### src/design/rv_core_macros.svh
`ifndef RV_CORE_MACROS_SVH
`define RV_CORE_MACROS_SVH

// data path and address width of the hart
`define RV_XLEN 32

// architectural integer registers, x0 included
`define RV_REG_COUNT 32

// first fetch address once reset is released
`define RV_RESET_ADDR 32'h0000_0000

// ebreak encoding, matched against the retiring word to raise halt
`define RV_EBREAK 32'h0010_0073

`endif // RV_CORE_MACROS_SVH

### src/design/rv_core_pkg.sv
`include "rv_core_macros.svh"

package rv_core_pkg;

  // major opcodes the core still decodes; anything else retires as a no-op
  typedef enum logic [6:0] {
    OP     = 7'b0110011,
    OP_IMM = 7'b0010011,
    LUI    = 7'b0110111,
    LOAD   = 7'b0000011,
    STORE  = 7'b0100011,
    SYSTEM = 7'b1110011
  } opcode_e;

  typedef enum logic [3:0] {
    ALU_ADD,
    ALU_SUB,
    ALU_AND,
    ALU_OR,
    ALU_XOR,
    ALU_SLT,
    ALU_SLTU,
    ALU_SLL,
    ALU_SRL,
    ALU_SRA
  } alu_op_e;

  typedef logic [4:0]          reg_addr_t;
  typedef logic [`RV_XLEN-1:0] word_t;

  // decode result handed from ID into EX
  typedef struct packed {
    word_t     pc;
    word_t     inst;
    word_t     op_a;       // rs1 data, or zero for lui
    word_t     op_b;       // rs2 data or the immediate
    word_t     store_data; // rs2 data as the store payload
    reg_addr_t rs1_addr;
    reg_addr_t rs2_addr;
    word_t     rs1_rdata;  // raw reads, only needed again at retire
    word_t     rs2_rdata;
    reg_addr_t rd;         // zero whenever the instruction writes nothing
    alu_op_e   alu_op;
    logic      reg_wen;
    logic      mem_ren;
    logic      mem_wen;
  } id_ex_t;

  typedef struct packed {
    word_t     pc;
    word_t     inst;
    word_t     alu_result; // also the load or store address
    word_t     store_data;
    reg_addr_t rs1_addr;
    reg_addr_t rs2_addr;
    word_t     rs1_rdata;
    word_t     rs2_rdata;
    reg_addr_t rd;
    logic      reg_wen;
    logic      mem_ren;
    logic      mem_wen;
  } ex_mem_t;

  // the store side is finished by the time an instruction reaches writeback
  typedef struct packed {
    word_t     pc;
    word_t     inst;
    word_t     alu_result;
    reg_addr_t rs1_addr;
    reg_addr_t rs2_addr;
    word_t     rs1_rdata;
    word_t     rs2_rdata;
    reg_addr_t rd;
    logic      reg_wen;
    logic      mem_ren;
  } mem_wb_t;

  typedef struct packed {
    word_t addr;  // word aligned, two low bits always zero
    logic  ren;
    logic  wen;   // never set together with ren
    word_t wdata;
  } dmem_req_t;

  typedef struct packed {
    logic      valid;
    word_t     inst;
    word_t     pc;
    logic      halt;
    reg_addr_t rs1_addr;
    reg_addr_t rs2_addr;
    word_t     rs1_rdata;
    word_t     rs2_rdata;
    reg_addr_t rd_addr;
    word_t     rd_wdata;
  } retire_t;

endpackage

### src/design/pipe_stage_reg.sv
`timescale 1ns/1ps

// one pipeline boundary: a valid flag plus whatever payload the stage carries
module pipe_stage_reg #(
  parameter type T = logic
) (
  input  logic i_clk,
  input  logic i_rst,
  input  logic i_valid,
  input  T     i_data,
  output logic o_valid,
  output T     o_data
);

  always_ff @(posedge i_clk) begin
    if (i_rst) begin
      o_valid <= 1'b0;
    end else begin
      o_valid <= i_valid; // a bubble simply shows up here as a cleared valid
    end
  end

  // the payload only moves with a real instruction, bubbles leave it untouched
  always_ff @(posedge i_clk) begin
    if (i_valid) begin
      o_data <= i_data;
    end
  end

endmodule

### src/design/fetch_unit.sv
`timescale 1ns/1ps
`include "rv_core_macros.svh"

module fetch_unit (
  input  logic               i_clk,
  input  logic               i_rst,
  input  logic               i_stall,
  input  rv_core_pkg::word_t i_imem_rdata,
  output rv_core_pkg::word_t o_imem_raddr,
  output rv_core_pkg::word_t o_pc,
  output rv_core_pkg::word_t o_inst,
  output logic               o_valid
);

  rv_core_pkg::word_t pc_q;    // next sequential fetch address
  rv_core_pkg::word_t id_pc_q; // address of the word now sitting in IF/ID
  logic               valid_q;

  // on a stall the address of the held word goes out again, so the
  // synchronous memory hands back the same instruction next cycle
  assign o_imem_raddr = i_stall ? id_pc_q : pc_q;

  always_ff @(posedge i_clk) begin
    if (i_rst) begin
      pc_q    <= `RV_RESET_ADDR;
      id_pc_q <= `RV_RESET_ADDR;
      valid_q <= 1'b0; // nothing has been fetched yet
    end else if (!i_stall) begin
      pc_q    <= pc_q + `RV_XLEN'd4;
      id_pc_q <= pc_q;
      valid_q <= 1'b1; // first word lands one cycle after reset releases
    end
  end

  // the memory output register doubles as the IF/ID instruction register
  assign o_inst  = i_imem_rdata;
  assign o_pc    = id_pc_q;
  assign o_valid = valid_q;

endmodule

### src/design/inst_decoder.sv
`timescale 1ns/1ps
`include "rv_core_macros.svh"

module inst_decoder (
  input  rv_core_pkg::word_t     i_inst,
  input  rv_core_pkg::word_t     i_pc,
  input  rv_core_pkg::word_t     i_rs1_rdata,
  input  rv_core_pkg::word_t     i_rs2_rdata,
  output rv_core_pkg::reg_addr_t o_rs1_raddr,
  output rv_core_pkg::reg_addr_t o_rs2_raddr,
  output logic                   o_uses_rs1,
  output logic                   o_uses_rs2,
  output rv_core_pkg::id_ex_t    o_id_ex
);

  logic [2:0]           funct3;
  logic [6:0]           funct7;
  rv_core_pkg::word_t   imm_i;
  rv_core_pkg::word_t   imm_s;
  rv_core_pkg::word_t   imm_u;
  rv_core_pkg::word_t   imm;
  logic                 use_imm;
  logic                 is_lui;
  logic                 reg_wen;
  logic                 mem_ren;
  logic                 mem_wen;
  rv_core_pkg::alu_op_e alu_op;

  // shared by register and immediate forms; alt picks sub or sra
  function automatic rv_core_pkg::alu_op_e alu_from_funct(input logic [2:0] f3, input logic alt);
    case (f3)
      3'b000:  alu_from_funct = alt ? rv_core_pkg::ALU_SUB : rv_core_pkg::ALU_ADD;
      3'b001:  alu_from_funct = rv_core_pkg::ALU_SLL;
      3'b010:  alu_from_funct = rv_core_pkg::ALU_SLT;
      3'b011:  alu_from_funct = rv_core_pkg::ALU_SLTU;
      3'b100:  alu_from_funct = rv_core_pkg::ALU_XOR;
      3'b101:  alu_from_funct = alt ? rv_core_pkg::ALU_SRA : rv_core_pkg::ALU_SRL;
      3'b110:  alu_from_funct = rv_core_pkg::ALU_OR;
      default: alu_from_funct = rv_core_pkg::ALU_AND;
    endcase
  endfunction

  assign funct3 = i_inst[14:12];
  assign funct7 = i_inst[31:25];

  assign imm_i = {{(`RV_XLEN-12){i_inst[31]}}, i_inst[31:20]};
  assign imm_s = {{(`RV_XLEN-12){i_inst[31]}}, i_inst[31:25], i_inst[11:7]};
  assign imm_u = {i_inst[31:12], 12'b0};

  always_comb begin
    o_uses_rs1 = 1'b0; // default is a word that does nothing at all
    o_uses_rs2 = 1'b0;
    use_imm    = 1'b0;
    is_lui     = 1'b0;
    reg_wen    = 1'b0;
    mem_ren    = 1'b0;
    mem_wen    = 1'b0;
    imm        = imm_i;
    alu_op     = rv_core_pkg::ALU_ADD; // loads, stores and lui all add
    case (rv_core_pkg::opcode_e'(i_inst[6:0]))
      rv_core_pkg::OP: begin
        // only funct7 of zero, or 0100000 on add and shift right, is legal
        if (funct7 == 7'b0 || (funct7 == 7'b0100000 && funct3 inside {3'b000, 3'b101})) begin
          o_uses_rs1 = 1'b1;
          o_uses_rs2 = 1'b1;
          reg_wen    = 1'b1;
          alu_op     = alu_from_funct(funct3, funct7[5]);
        end
      end
      rv_core_pkg::OP_IMM: begin
        // shift immediates reuse the funct7 field, the rest is free immediate
        if ((funct3 != 3'b001 || funct7 == 7'b0) &&
            (funct3 != 3'b101 || funct7 == 7'b0 || funct7 == 7'b0100000)) begin
          o_uses_rs1 = 1'b1;
          use_imm    = 1'b1;
          reg_wen    = 1'b1;
          alu_op     = alu_from_funct(funct3, funct3 == 3'b101 && funct7[5]);
        end
      end
      rv_core_pkg::LUI: begin
        is_lui  = 1'b1;
        use_imm = 1'b1;
        imm     = imm_u;
        reg_wen = 1'b1;
      end
      rv_core_pkg::LOAD: begin
        if (funct3 == 3'b010) begin // lw only
          o_uses_rs1 = 1'b1;
          use_imm    = 1'b1;
          reg_wen    = 1'b1;
          mem_ren    = 1'b1;
        end
      end
      rv_core_pkg::STORE: begin
        if (funct3 == 3'b010) begin // sw only
          o_uses_rs1 = 1'b1;
          o_uses_rs2 = 1'b1;
          use_imm    = 1'b1;
          imm        = imm_s;
          mem_wen    = 1'b1;
        end
      end
      rv_core_pkg::SYSTEM: ; // ebreak is spotted at retire and has no side effect here
      default: ;
    endcase
  end

  // unused source slots read as x0 so the reported data is zero as well
  assign o_rs1_raddr = o_uses_rs1 ? i_inst[19:15] : '0;
  assign o_rs2_raddr = o_uses_rs2 ? i_inst[24:20] : '0;

  always_comb begin
    o_id_ex            = '0;
    o_id_ex.pc         = i_pc;
    o_id_ex.inst       = i_inst;
    o_id_ex.op_a       = is_lui ? '0 : i_rs1_rdata;
    o_id_ex.op_b       = use_imm ? imm : i_rs2_rdata;
    o_id_ex.store_data = i_rs2_rdata;
    o_id_ex.rs1_addr   = o_rs1_raddr;
    o_id_ex.rs2_addr   = o_rs2_raddr;
    o_id_ex.rs1_rdata  = i_rs1_rdata;
    o_id_ex.rs2_rdata  = i_rs2_rdata;
    o_id_ex.rd         = reg_wen ? i_inst[11:7] : '0; // stores and no-ops report x0
    o_id_ex.alu_op     = alu_op;
    o_id_ex.reg_wen    = reg_wen;
    o_id_ex.mem_ren    = mem_ren;
    o_id_ex.mem_wen    = mem_wen;
  end

endmodule

### src/design/reg_file.sv
`timescale 1ns/1ps
`include "rv_core_macros.svh"

module reg_file (
  input  logic                   i_clk,
  input  logic                   i_rst,
  input  rv_core_pkg::reg_addr_t i_rs1_raddr,
  input  rv_core_pkg::reg_addr_t i_rs2_raddr,
  input  rv_core_pkg::reg_addr_t i_rd_waddr,
  input  logic                   i_rd_wen,
  input  rv_core_pkg::word_t     i_rd_wdata,
  output rv_core_pkg::word_t     o_rs1_rdata,
  output rv_core_pkg::word_t     o_rs2_rdata
);

  rv_core_pkg::word_t regs [1:`RV_REG_COUNT-1]; // x0 has no storage
  logic               wr_en;

  assign wr_en = i_rd_wen && (i_rd_waddr != '0); // writes to x0 vanish

  always_ff @(posedge i_clk) begin
    if (i_rst) begin
      for (int i = 1; i < `RV_REG_COUNT; i++) begin
        regs[i] <= '0;
      end
    end else if (wr_en) begin
      regs[i_rd_waddr] <= i_rd_wdata;
    end
  end

  // writeback in the same cycle is forwarded, which is why the hazard
  // unit never has to look at the WB stage
  assign o_rs1_rdata = (i_rs1_raddr == '0) ? '0 :
                       (wr_en && i_rd_waddr == i_rs1_raddr) ? i_rd_wdata :
                       regs[i_rs1_raddr];
  assign o_rs2_rdata = (i_rs2_raddr == '0) ? '0 :
                       (wr_en && i_rd_waddr == i_rs2_raddr) ? i_rd_wdata :
                       regs[i_rs2_raddr];

endmodule

### src/design/hazard_unit.sv
`timescale 1ns/1ps

module hazard_unit (
  input  logic                   i_if_valid,
  input  rv_core_pkg::reg_addr_t i_rs1_raddr,
  input  rv_core_pkg::reg_addr_t i_rs2_raddr,
  input  logic                   i_uses_rs1,
  input  logic                   i_uses_rs2,
  input  logic                   i_ex_valid,
  input  rv_core_pkg::reg_addr_t i_ex_rd,
  input  logic                   i_ex_wen,
  input  logic                   i_mem_valid,
  input  rv_core_pkg::reg_addr_t i_mem_rd,
  input  logic                   i_mem_wen,
  output logic                   o_stall
);

  logic ex_hit;
  logic mem_hit;

  // x0 never creates a dependency; WB is covered by the register file bypass
  assign ex_hit  = i_ex_valid && i_ex_wen && (i_ex_rd != '0) &&
                   ((i_uses_rs1 && i_rs1_raddr == i_ex_rd) ||
                    (i_uses_rs2 && i_rs2_raddr == i_ex_rd));
  assign mem_hit = i_mem_valid && i_mem_wen && (i_mem_rd != '0) &&
                   ((i_uses_rs1 && i_rs1_raddr == i_mem_rd) ||
                    (i_uses_rs2 && i_rs2_raddr == i_mem_rd));

  assign o_stall = i_if_valid && (ex_hit || mem_hit);

endmodule

### src/design/alu.sv
`timescale 1ns/1ps

module alu (
  input  rv_core_pkg::alu_op_e i_op,
  input  rv_core_pkg::word_t   i_a,
  input  rv_core_pkg::word_t   i_b,
  output rv_core_pkg::word_t   o_result
);

  logic [4:0] shamt;

  assign shamt = i_b[4:0]; // only the low five bits count for rv32 shifts

  always_comb begin
    case (i_op)
      rv_core_pkg::ALU_ADD:  o_result = i_a + i_b; // also the lw and sw address
      rv_core_pkg::ALU_SUB:  o_result = i_a - i_b;
      rv_core_pkg::ALU_AND:  o_result = i_a & i_b;
      rv_core_pkg::ALU_OR:   o_result = i_a | i_b;
      rv_core_pkg::ALU_XOR:  o_result = i_a ^ i_b;
      rv_core_pkg::ALU_SLT:  o_result = rv_core_pkg::word_t'($signed(i_a) < $signed(i_b));
      rv_core_pkg::ALU_SLTU: o_result = rv_core_pkg::word_t'(i_a < i_b);
      rv_core_pkg::ALU_SLL:  o_result = i_a << shamt;
      rv_core_pkg::ALU_SRL:  o_result = i_a >> shamt;
      rv_core_pkg::ALU_SRA:  o_result = $signed(i_a) >>> shamt;
      default:               o_result = '0;
    endcase
  end

endmodule

### src/design/rv_core.sv
`timescale 1ns/1ps
`include "rv_core_macros.svh"

module rv_core (
  input  logic                   i_clk,
  input  logic                   i_rst,
  output rv_core_pkg::word_t     o_imem_raddr,
  input  rv_core_pkg::word_t     i_imem_rdata,
  output rv_core_pkg::dmem_req_t o_dmem_req,
  input  rv_core_pkg::word_t     i_dmem_rdata,
  output rv_core_pkg::retire_t   o_retire
);

  rv_core_pkg::word_t     if_pc;
  rv_core_pkg::word_t     if_inst;
  logic                   if_valid;
  logic                   stall;
  rv_core_pkg::reg_addr_t rs1_raddr;
  rv_core_pkg::reg_addr_t rs2_raddr;
  rv_core_pkg::word_t     rs1_rdata;
  rv_core_pkg::word_t     rs2_rdata;
  logic                   uses_rs1;
  logic                   uses_rs2;
  rv_core_pkg::id_ex_t    id_ex_d;
  rv_core_pkg::id_ex_t    id_ex_q;
  logic                   ex_valid;
  rv_core_pkg::word_t     alu_result;
  rv_core_pkg::ex_mem_t   ex_mem_d;
  rv_core_pkg::ex_mem_t   ex_mem_q;
  logic                   mem_valid;
  rv_core_pkg::mem_wb_t   mem_wb_d;
  rv_core_pkg::mem_wb_t   mem_wb_q;
  logic                   wb_valid;
  rv_core_pkg::word_t     wb_data;
  logic                   rf_wen;

  // IF: pc plus the IF/ID register, held in place while stalled
  fetch_unit u_fetch (
    .i_clk        (i_clk),
    .i_rst        (i_rst),
    .i_stall      (stall),
    .i_imem_rdata (i_imem_rdata),
    .o_imem_raddr (o_imem_raddr),
    .o_pc         (if_pc),
    .o_inst       (if_inst),
    .o_valid      (if_valid)
  );

  // ID
  inst_decoder u_decoder (
    .i_inst      (if_inst),
    .i_pc        (if_pc),
    .i_rs1_rdata (rs1_rdata),
    .i_rs2_rdata (rs2_rdata),
    .o_rs1_raddr (rs1_raddr),
    .o_rs2_raddr (rs2_raddr),
    .o_uses_rs1  (uses_rs1),
    .o_uses_rs2  (uses_rs2),
    .o_id_ex     (id_ex_d)
  );

  reg_file u_reg_file (
    .i_clk       (i_clk),
    .i_rst       (i_rst),
    .i_rs1_raddr (rs1_raddr),
    .i_rs2_raddr (rs2_raddr),
    .i_rd_waddr  (mem_wb_q.rd),
    .i_rd_wen    (rf_wen),
    .i_rd_wdata  (wb_data),
    .o_rs1_rdata (rs1_rdata),
    .o_rs2_rdata (rs2_rdata)
  );

  hazard_unit u_hazard (
    .i_if_valid  (if_valid),
    .i_rs1_raddr (rs1_raddr),
    .i_rs2_raddr (rs2_raddr),
    .i_uses_rs1  (uses_rs1),
    .i_uses_rs2  (uses_rs2),
    .i_ex_valid  (ex_valid),
    .i_ex_rd     (id_ex_q.rd),
    .i_ex_wen    (id_ex_q.reg_wen),
    .i_mem_valid (mem_valid),
    .i_mem_rd    (ex_mem_q.rd),
    .i_mem_wen   (ex_mem_q.reg_wen),
    .o_stall     (stall)
  );

  // a stalled decode goes into EX as a bubble
  pipe_stage_reg #(.T(rv_core_pkg::id_ex_t)) u_id_ex (
    .i_clk   (i_clk),
    .i_rst   (i_rst),
    .i_valid (if_valid && !stall),
    .i_data  (id_ex_d),
    .o_valid (ex_valid),
    .o_data  (id_ex_q)
  );

  // EX
  alu u_alu (
    .i_op     (id_ex_q.alu_op),
    .i_a      (id_ex_q.op_a),
    .i_b      (id_ex_q.op_b),
    .o_result (alu_result)
  );

  always_comb begin
    ex_mem_d            = '0;
    ex_mem_d.pc         = id_ex_q.pc;
    ex_mem_d.inst       = id_ex_q.inst;
    ex_mem_d.alu_result = alu_result;
    ex_mem_d.store_data = id_ex_q.store_data;
    ex_mem_d.rs1_addr   = id_ex_q.rs1_addr;
    ex_mem_d.rs2_addr   = id_ex_q.rs2_addr;
    ex_mem_d.rs1_rdata  = id_ex_q.rs1_rdata;
    ex_mem_d.rs2_rdata  = id_ex_q.rs2_rdata;
    ex_mem_d.rd         = id_ex_q.rd;
    ex_mem_d.reg_wen    = id_ex_q.reg_wen;
    ex_mem_d.mem_ren    = id_ex_q.mem_ren;
    ex_mem_d.mem_wen    = id_ex_q.mem_wen;
  end

  pipe_stage_reg #(.T(rv_core_pkg::ex_mem_t)) u_ex_mem (
    .i_clk   (i_clk),
    .i_rst   (i_rst),
    .i_valid (ex_valid),
    .i_data  (ex_mem_d),
    .o_valid (mem_valid),
    .o_data  (ex_mem_q)
  );

  // MEM: word accesses only, so the byte offset is dropped
  always_comb begin
    o_dmem_req.addr  = {ex_mem_q.alu_result[`RV_XLEN-1:2], 2'b00};
    o_dmem_req.ren   = mem_valid && ex_mem_q.mem_ren;
    o_dmem_req.wen   = mem_valid && ex_mem_q.mem_wen; // stale payload behind a bubble stays quiet
    o_dmem_req.wdata = ex_mem_q.store_data;
  end

  always_comb begin
    mem_wb_d            = '0;
    mem_wb_d.pc         = ex_mem_q.pc;
    mem_wb_d.inst       = ex_mem_q.inst;
    mem_wb_d.alu_result = ex_mem_q.alu_result;
    mem_wb_d.rs1_addr   = ex_mem_q.rs1_addr;
    mem_wb_d.rs2_addr   = ex_mem_q.rs2_addr;
    mem_wb_d.rs1_rdata  = ex_mem_q.rs1_rdata;
    mem_wb_d.rs2_rdata  = ex_mem_q.rs2_rdata;
    mem_wb_d.rd         = ex_mem_q.rd;
    mem_wb_d.reg_wen    = ex_mem_q.reg_wen;
    mem_wb_d.mem_ren    = ex_mem_q.mem_ren;
  end

  pipe_stage_reg #(.T(rv_core_pkg::mem_wb_t)) u_mem_wb (
    .i_clk   (i_clk),
    .i_rst   (i_rst),
    .i_valid (mem_valid),
    .i_data  (mem_wb_d),
    .o_valid (wb_valid),
    .o_data  (mem_wb_q)
  );

  // WB: load data shows up from the memory exactly in this cycle
  assign wb_data = mem_wb_q.mem_ren ? i_dmem_rdata : mem_wb_q.alu_result;
  assign rf_wen  = wb_valid && mem_wb_q.reg_wen;

  always_comb begin
    o_retire.valid     = wb_valid;
    o_retire.inst      = mem_wb_q.inst;
    o_retire.pc        = mem_wb_q.pc;
    o_retire.halt      = wb_valid && (mem_wb_q.inst == `RV_EBREAK);
    o_retire.rs1_addr  = mem_wb_q.rs1_addr;
    o_retire.rs2_addr  = mem_wb_q.rs2_addr;
    o_retire.rs1_rdata = mem_wb_q.rs1_rdata;
    o_retire.rs2_rdata = mem_wb_q.rs2_rdata;
    o_retire.rd_addr   = mem_wb_q.rd;
    o_retire.rd_wdata  = wb_data;
  end

endmodule

### config.mk
export PLATFORM = sky130hd
export DESIGN_NAME = rv_core
export DESIGN_NICKNAME = d
export VERILOG_FILES = /design/src/design/rv_core_pkg.sv /design/src/design/pipe_stage_reg.sv /design/src/design/fetch_unit.sv /design/src/design/inst_decoder.sv /design/src/design/reg_file.sv /design/src/design/hazard_unit.sv /design/src/design/alu.sv /design/src/design/rv_core.sv
export VERILOG_INCLUDE_DIRS = /design/src /design/src/design
export SDC_FILE = /design/constraint.sdc
export NUM_CORES = 2
export LEC_CHECK = 0
export ABC_AREA = 1
export BUFFER_PORTS_ARGS = -buffer_cell sky130_fd_sc_hd__clkbuf_2
export CORE_AREA = 2 2 505 382
export DETAILED_ROUTE_END_ITERATION = 8
export DIE_AREA = 0 0 507 384
export HOLD_SLACK_MARGIN = 0.15
export PLACE_DENSITY = 0.71
export SKIP_LAST_GASP = 1
export SYNTH_ARGS = -nofsm -noshare
export SYNTH_HDL_FRONTEND = slang
export SYNTH_HIERARCHICAL = 1
export SYNTH_SLANG_ARGS = --single-unit
### constraint.sdc
create_clock -name i_clk -period 38.8 [get_ports i_clk]
set_input_delay 3.88 -clock i_clk [delete_from_list [all_inputs] [get_ports i_clk]]
set_output_delay 3.88 -clock i_clk [all_outputs]
set_load 0.02 [all_outputs]
=== After elaboration in Yosys (flattened, before gate mapping) ===
Memory sizes are Yosys's and may differ from the RTL's.
Index checks and enable logic that the tools add are counted.
Widths: inputs -> output; s select.

* Memory bits (writable): 992
* Memories kept: 1
* Flip-flop bits (word level): 637
* Output and inout port bits: 275
* Logic and storage cells: 160

* Eq/ne operators: 30
* Muxes and demuxes: 37
* Bitwise logic cells: 3
* $lt $le $gt $ge: 2
* Reduce and logical (&&, ||, !) cells: 41
* $add $sub $neg: 3
* Shifts and indexed selects: 3

{| class="wikitable"
|+ Memory list
! memory !! depth !! width !! read ports !! clocked after Yosys merged registers in !! wr ports !! line !! text
|-
| u_reg_file.regs || 31 || 32 || 2 || 0 || 31 || reg_file.sv:16 || <nowiki>rv_core_pkg::word_t regs [1:`RV_REG_COUNT-1];</nowiki>
|}

{| class="wikitable"
|+ Operators with widths
! operator !! number
|-
| $pmux 32 s10 || 1
|-
| $mux 32 || 8
|-
| $lt 32x32->1 || 2
|-
| $pmux 31 s2 || 1
|-
| $pmux 4 s7 || 2
|-
| $add 32x3->32 const B || 1
|-
| $add 32x32->32 || 1
|-
| $and 32x32->32 || 1
|-
| $eq 32x21->1 const B || 1
|-
| $or 32x32->32 || 1
|-
| $reduce_or 32->1 || 1
|-
| $shl 32x5->32 || 1
|-
| $shr 32x5->32 || 1
|-
| $sshr 32x5->32 || 1
|-
| $sub 32x32->32 || 1
|-
| $xor 32x32->32 || 1
|-
| $eq 5x5->1 || 6
|-
| $eq 7x6->1 const B || 4
|-
| $logic_and 1x1->1 || 22
|-
| $mux 5 || 4
|-
| $eq 4x3->1 const B || 4
|-
| $reduce_bool 5->1 || 3
|-
| $mux 1 || 14
|-
| $logic_not 5->1 || 2
|-
| 22 further kinds || 35
|}

=== Longest topological paths before layout ===
* Word-level depth: 15
* Mapped depth: 28
* Depth with buffers taken out: 24

=== By module ===
Netlist, hierarchy kept.

{| class="wikitable"
|+ By module, submodules not included
! module !! seq. area each (um^2) !! times used !! cells each !! area an instance (um^2)
|-
| reg_file || 30749.5 || 1 || 7416 || 58132.0
|-
| alu || 0.0 || 1 || 2087 || 10034.6
|-
| pipe_stage_reg (u_id_ex) || 7407.1 || 1 || 249 || 7417.1
|-
| pipe_stage_reg (u_ex_mem) || 6326.1 || 1 || 213 || 6336.1
|-
| pipe_stage_reg (u_mem_wb) || 5335.1 || 1 || 180 || 5345.1
|-
| fetch_unit || 1261.2 || 1 || 453 || 3085.5
|-
| inst_decoder || 0.0 || 1 || 509 || 2791.4
|-
| rv_core || 0.0 || 1 || 80 || 724.4
|-
| hazard_unit || 0.0 || 1 || 107 || 429.2
|}

=== Least setup slack after synthesis ===
OpenSTA, ideal clock, no wires.

* Path kind: input-to-reg
* From: in i_imem_rdata[14]
* To: reg u_id_ex/o_data[0] (netlist name) (enable)
* Data arrival time: 15.644 ns
* Setup time: 0.866 ns
* Setup slack: 22.290 ns
* Stages on the path: 15
* Buffers on the path: 2
* Path through: buf_4 > nor2_1 > nand2_1 > nor3_2 > nand2_1 > a21oi_1 > buf_4 > nand2_1 > o21ai_1 > nor2_1 > nand3_1 > nand2_1 > nand2_1 > a21oi_2 > nor2_1

{| class="wikitable"
|+ RTL lines
! element !! line !! text
|-
| start: declaration || rv_core.sv:8 || <nowiki>input rv_core_pkg::word_t i_imem_rdata,</nowiki>
|-
| end signal: assignment || pipe_stage_reg.sv:26 || <nowiki>o_data <= i_data;</nowiki>
|-
| end: declaration || pipe_stage_reg.sv:12 || <nowiki>output T o_data</nowiki>
|}

==> metrics.md <==
| Metric | Value |
|---|---|
| Number of global-route vias before repair | 75700 |
| Skew-Pair Late Insertion Delay | ~0.86 ns |
| Hold_buf cts | 0 |
| Overall routed net length | 344000 um |
| Initial Util | 0.497 |
| Post-Route Skew | 0.0453 ns |
| Chip Height | 384 um |
| Clk sinks | 1723 |
| Clock slew seen by the registers of the worst setup and hold paths | 0.06 ns |
| Layout cells sized above 1 | 0.0837 |
| Max Transition Viols Final | 0 |
| Dpl ws | 26.50 ns |
| Fraction of registers with async set/reset | 0 |
| Full die area | ~0.2 mm^2 |
| Yosys warning count | 6 |
| Final worst path period share | 0.322 |
| CP endpoint kind | output port |
| Setup TNS | 0 ns |
| Status | complete, no violations |
| Post-CTS setup buffer count | 0 |
| Via Count | 82900 |
| DRC errors left | 0 |
| Cell Pwr Density | 40.6 mW/mm^2 |
| Layout Nets | 11200 |
| Fraction of the yosys area taken by sequential cells | 0.542 |
| Mapped Cells | 11300 |
| Remaining Overflow, GRT | 0 |
| Crit Path Max Fanout | 87 |
| Cell area after synthesis | 0.0943 mm^2 |
| Initial antenna violation count | 14 |
| Die width | 507 um |
| Final setup margin | 26.32 ns |
| RSZ-0062 raised after global routing | no |
| # resized after CTS | 0 |
| Ys flop type | edfxtp_1 |
| Area after DPL | 0.0958 mm^2 |
| Filler Cell Count | between 15000 and 20000 |
| Peak Freq | 80.2 MHz |
| Drt wl/cell | 25.1 um |
| GPL Wtd Cong | 1.04 |
| Slew of the pin with the lowest slew margin | 1.34 ns |
| # port buffers | approximately 340 |
| Max_cap viols | 0 |
| Post-synthesis cell type count | 55 |
| Root buffer cell | clkbuf_16 |
| Minimum clock period | 12.48 ns |
| Cts bufs inserted | 165 |
| Leakage Power | 41.7 nW |
| Final instance area | ~0.10 mm^2 |
| Worst Path Arrival | 8.60 ns |
| Routed Antenna Nets | 0 |
| Worst Path Required | 34.92 ns |
| Worst slew margin | 0.109 |
| CORE AREA | ~0.19 mm^2 |
| Std-Cell Rows | 139 |
| Synth Register Bits | 1723 |
| First-pass GRT wire length | 498000 um |
| DRT Pass-1 Iters | 7 |
| H-Tree Depth | 4 |
| HPWL after DPL | 226000 um |
| Maximum buffer depth of the clock tree | 3 |
| Final setup violation count | 0 |
| Hold Crit Class | reg2reg |
| Final Hold Violating Endpoints | 0 |
| Syn-to-layout area delta | 7.36% |
| CP Class | in2out |
| Vias per cell | 6.05 |
| I/O pins | 341 |
| CTS tree | built |
| Pin count of the biggest net entering global routing | 191 |
| 1st-iter DRT viols | 15100 |
| Maximum vdd drop | 0.0000396 V |
| Mean post-synth cell area | roughly 8.3 um^2 |
| GRT Overall Usage | 0.343 |
| EDFF count, synth | approximately 1700 |
| Startpoint types | input pin |
==> sequential cells by signal, summed over array words and instances, names as in the netlist <==
register          flops
u_ex_mem/o_data     210
u_mem_wb/o_data     177
u_ex_mem/o_valid      1
u_fetch/o_pc         32
u_reg_file/regs    1024
u_mem_wb/o_valid      1
u_fetch/pc_q         30
u_id_ex/o_valid       1
u_fetch/o_valid       1
u_id_ex/o_data      246
==> cell type report <==
cell class                 instances  area [um^2]  share of cell area
sequential                      1723        51100               0.505
multi-input combinational       7583        34500               0.341
clock buffer                     210         4350              0.0430
inverter                        1044         3960              0.0392
tap                             2538         3180              0.0314
timing repair buffer             511         3080              0.0304
clock inverter                    88         1090              0.0107
antenna                            1         2.50           0.0000247
==> stage by stage <==
step           hold WS [ns]  power (mW)  cells  utilization
4_1_cts               0.405        4.11  13700        0.533
3_3_place_gp          0.401        2.48  13400        0.504
3_5_place_dp          0.405        2.48  13400        0.504
6_report              0.391        4.11  13700        0.533
5_1_grt               0.419        4.22  13700        0.533
2_1_floorplan         0.400        2.37  11300            -
==> cell usage in the layout, fill, tap and decap left out, types with 14 or more instances in the layout <==
cell,n
dfxtp_1,64
o21bai_1,15
o21ai_1,30
ha_1,98
conb_1,34
a21oi_1,401
clkinv_2,28
clkinv_1,29
nor2_1,1684
or2_2,47
nor2_2,15
nand2_2,24
nand2_1,2830
o21ai_0,448
clkbuf_2,338
o211ai_1,220
nand4_1,46
o22ai_1,20
inv_1,1001
clkbuf_16,165
edfxtp_1,1657
clkbuf_1,40
mux2_4,30
inv_2,30
buf_4,166
nor3_1,33
nand3_1,1523
bufinv_16,14
==> worst max-delay path, cell delays in order <==
cell	delay, ns
clkbuf_2	0.18
nor2_1	0.18
nand2_1	0.28
nor3_2	0.40
nand2_1	0.42
a21oi_4	0.27
buf_4	0.82
nor2_1	0.11
nor2_1	0.16
nand3_1	0.09
nand2_1	0.10
nand2_1	0.09
a21oi_4	0.16
buf_4	0.51
inv_1	0.08
buf_4	0.28
nand2_1	0.16
nand2_1	0.06
clkbuf_2	0.16
==> report_power, final <==
group          switching, mW  internal [mW]  total [mW]
logic                  0.245         0.0735       0.318
registers             0.0381           2.10        2.14
clock network          0.753          0.899        1.65
total                   1.04           3.07        4.11
==> synthesized netlist by cell type, types with 3 or more instances <==
| cell | count | area [um^2] |
|---|---|---|
| nand2_1 | 2844 | 10700 |
| nor2_1 | 1689 | 6340 |
| edfxtp_1 | 1657 | 49800 |
| nand3_1 | 1523 | 7620 |
| inv_1 | 1010 | 3790 |
| o21ai_0 | 448 | 2240 |
| a21oi_1 | 406 | 2030 |
| clkbuf_1 | 355 | 1330 |
| buf_2 | 317 | 1590 |
| buf_4 | 222 | 1670 |
| o211ai_1 | 220 | 1650 |
| ha_1 | 98 | 1230 |
| dfxtp_1 | 66 | 1320 |
| buf_1 | 62 | 233 |
| or2_2 | 47 | 294 |
| nand4_1 | 46 | 288 |
| nor3_1 | 33 | 165 |
| inv_2 | 30 | 113 |
| mux2_4 | 30 | 450 |
| o21ai_1 | 30 | 150 |
| o22ai_1 | 20 | 125 |
| buf_6 | 15 | 169 |
| o21bai_1 | 15 | 113 |
| nor2_2 | 14 | 87.6 |
| nand2_2 | 10 | 62.6 |
| xor2_1 | 8 | 70.1 |
| and2_1 | 7 | 43.8 |
| nor2_4 | 7 | 78.8 |
| nand3_2 | 6 | 60.1 |
| xnor2_1 | 6 | 52.6 |
| a211oi_1 | 4 | 30.0 |
| nand3b_1 | 4 | 30.0 |
| o221ai_1 | 4 | 35.0 |
| a31oi_1 | 3 | 18.8 |
| buf_12 | 3 | 60.1 |
| clkinv_1 | 3 | 11.3 |
| nor3_4 | 3 | 48.8 |
| nor4_1 | 3 | 18.8 |
==> cells by family after synthesis <==
logic type / share of synthesized area
simple gates: 0.275
buf+inv: 0.0952
flops: 0.542
compound gates: 0.0686
fa+ha+maj: 0.0134
mux: 0.00502
xor+xnor: 0.00130
other cells: 0.0000796
==> metal layers <==
| layer | global-route usage | wire, um | up-vias |
|---|---|---|---|
| met2 | 0.475 | 140000 | 6506 |
| met1 | 0.500 | 135000 | 39000 |
| met4 | 0.144 | 15600 | 20 |
| li1 | - | - | 36500 |
| met5 | 0 | 155 | - |
| met3 | 0.0981 | 53000 | 940 |
==> worst paths after layout <==
kind                           startpoint                       endpoint  slack (ns)  cells past startpoint
max                      i_imem_rdata[14]               o_imem_raddr[10]       26.32                     19
min          u_id_ex/o_data[39]$_DFFE_PP_  u_ex_mem/o_data[35]$_DFFE_PP_        0.39                      0
min reg2reg  u_id_ex/o_data[39]$_DFFE_PP_  u_ex_mem/o_data[35]$_DFFE_PP_        0.39                      0
max reg2reg  u_id_ex/o_data[11]$_DFFE_PP_   u_id_ex/o_data[11]$_DFFE_PP_       34.04                     10
No activity file was read; power rests on OpenSTA's default activity.
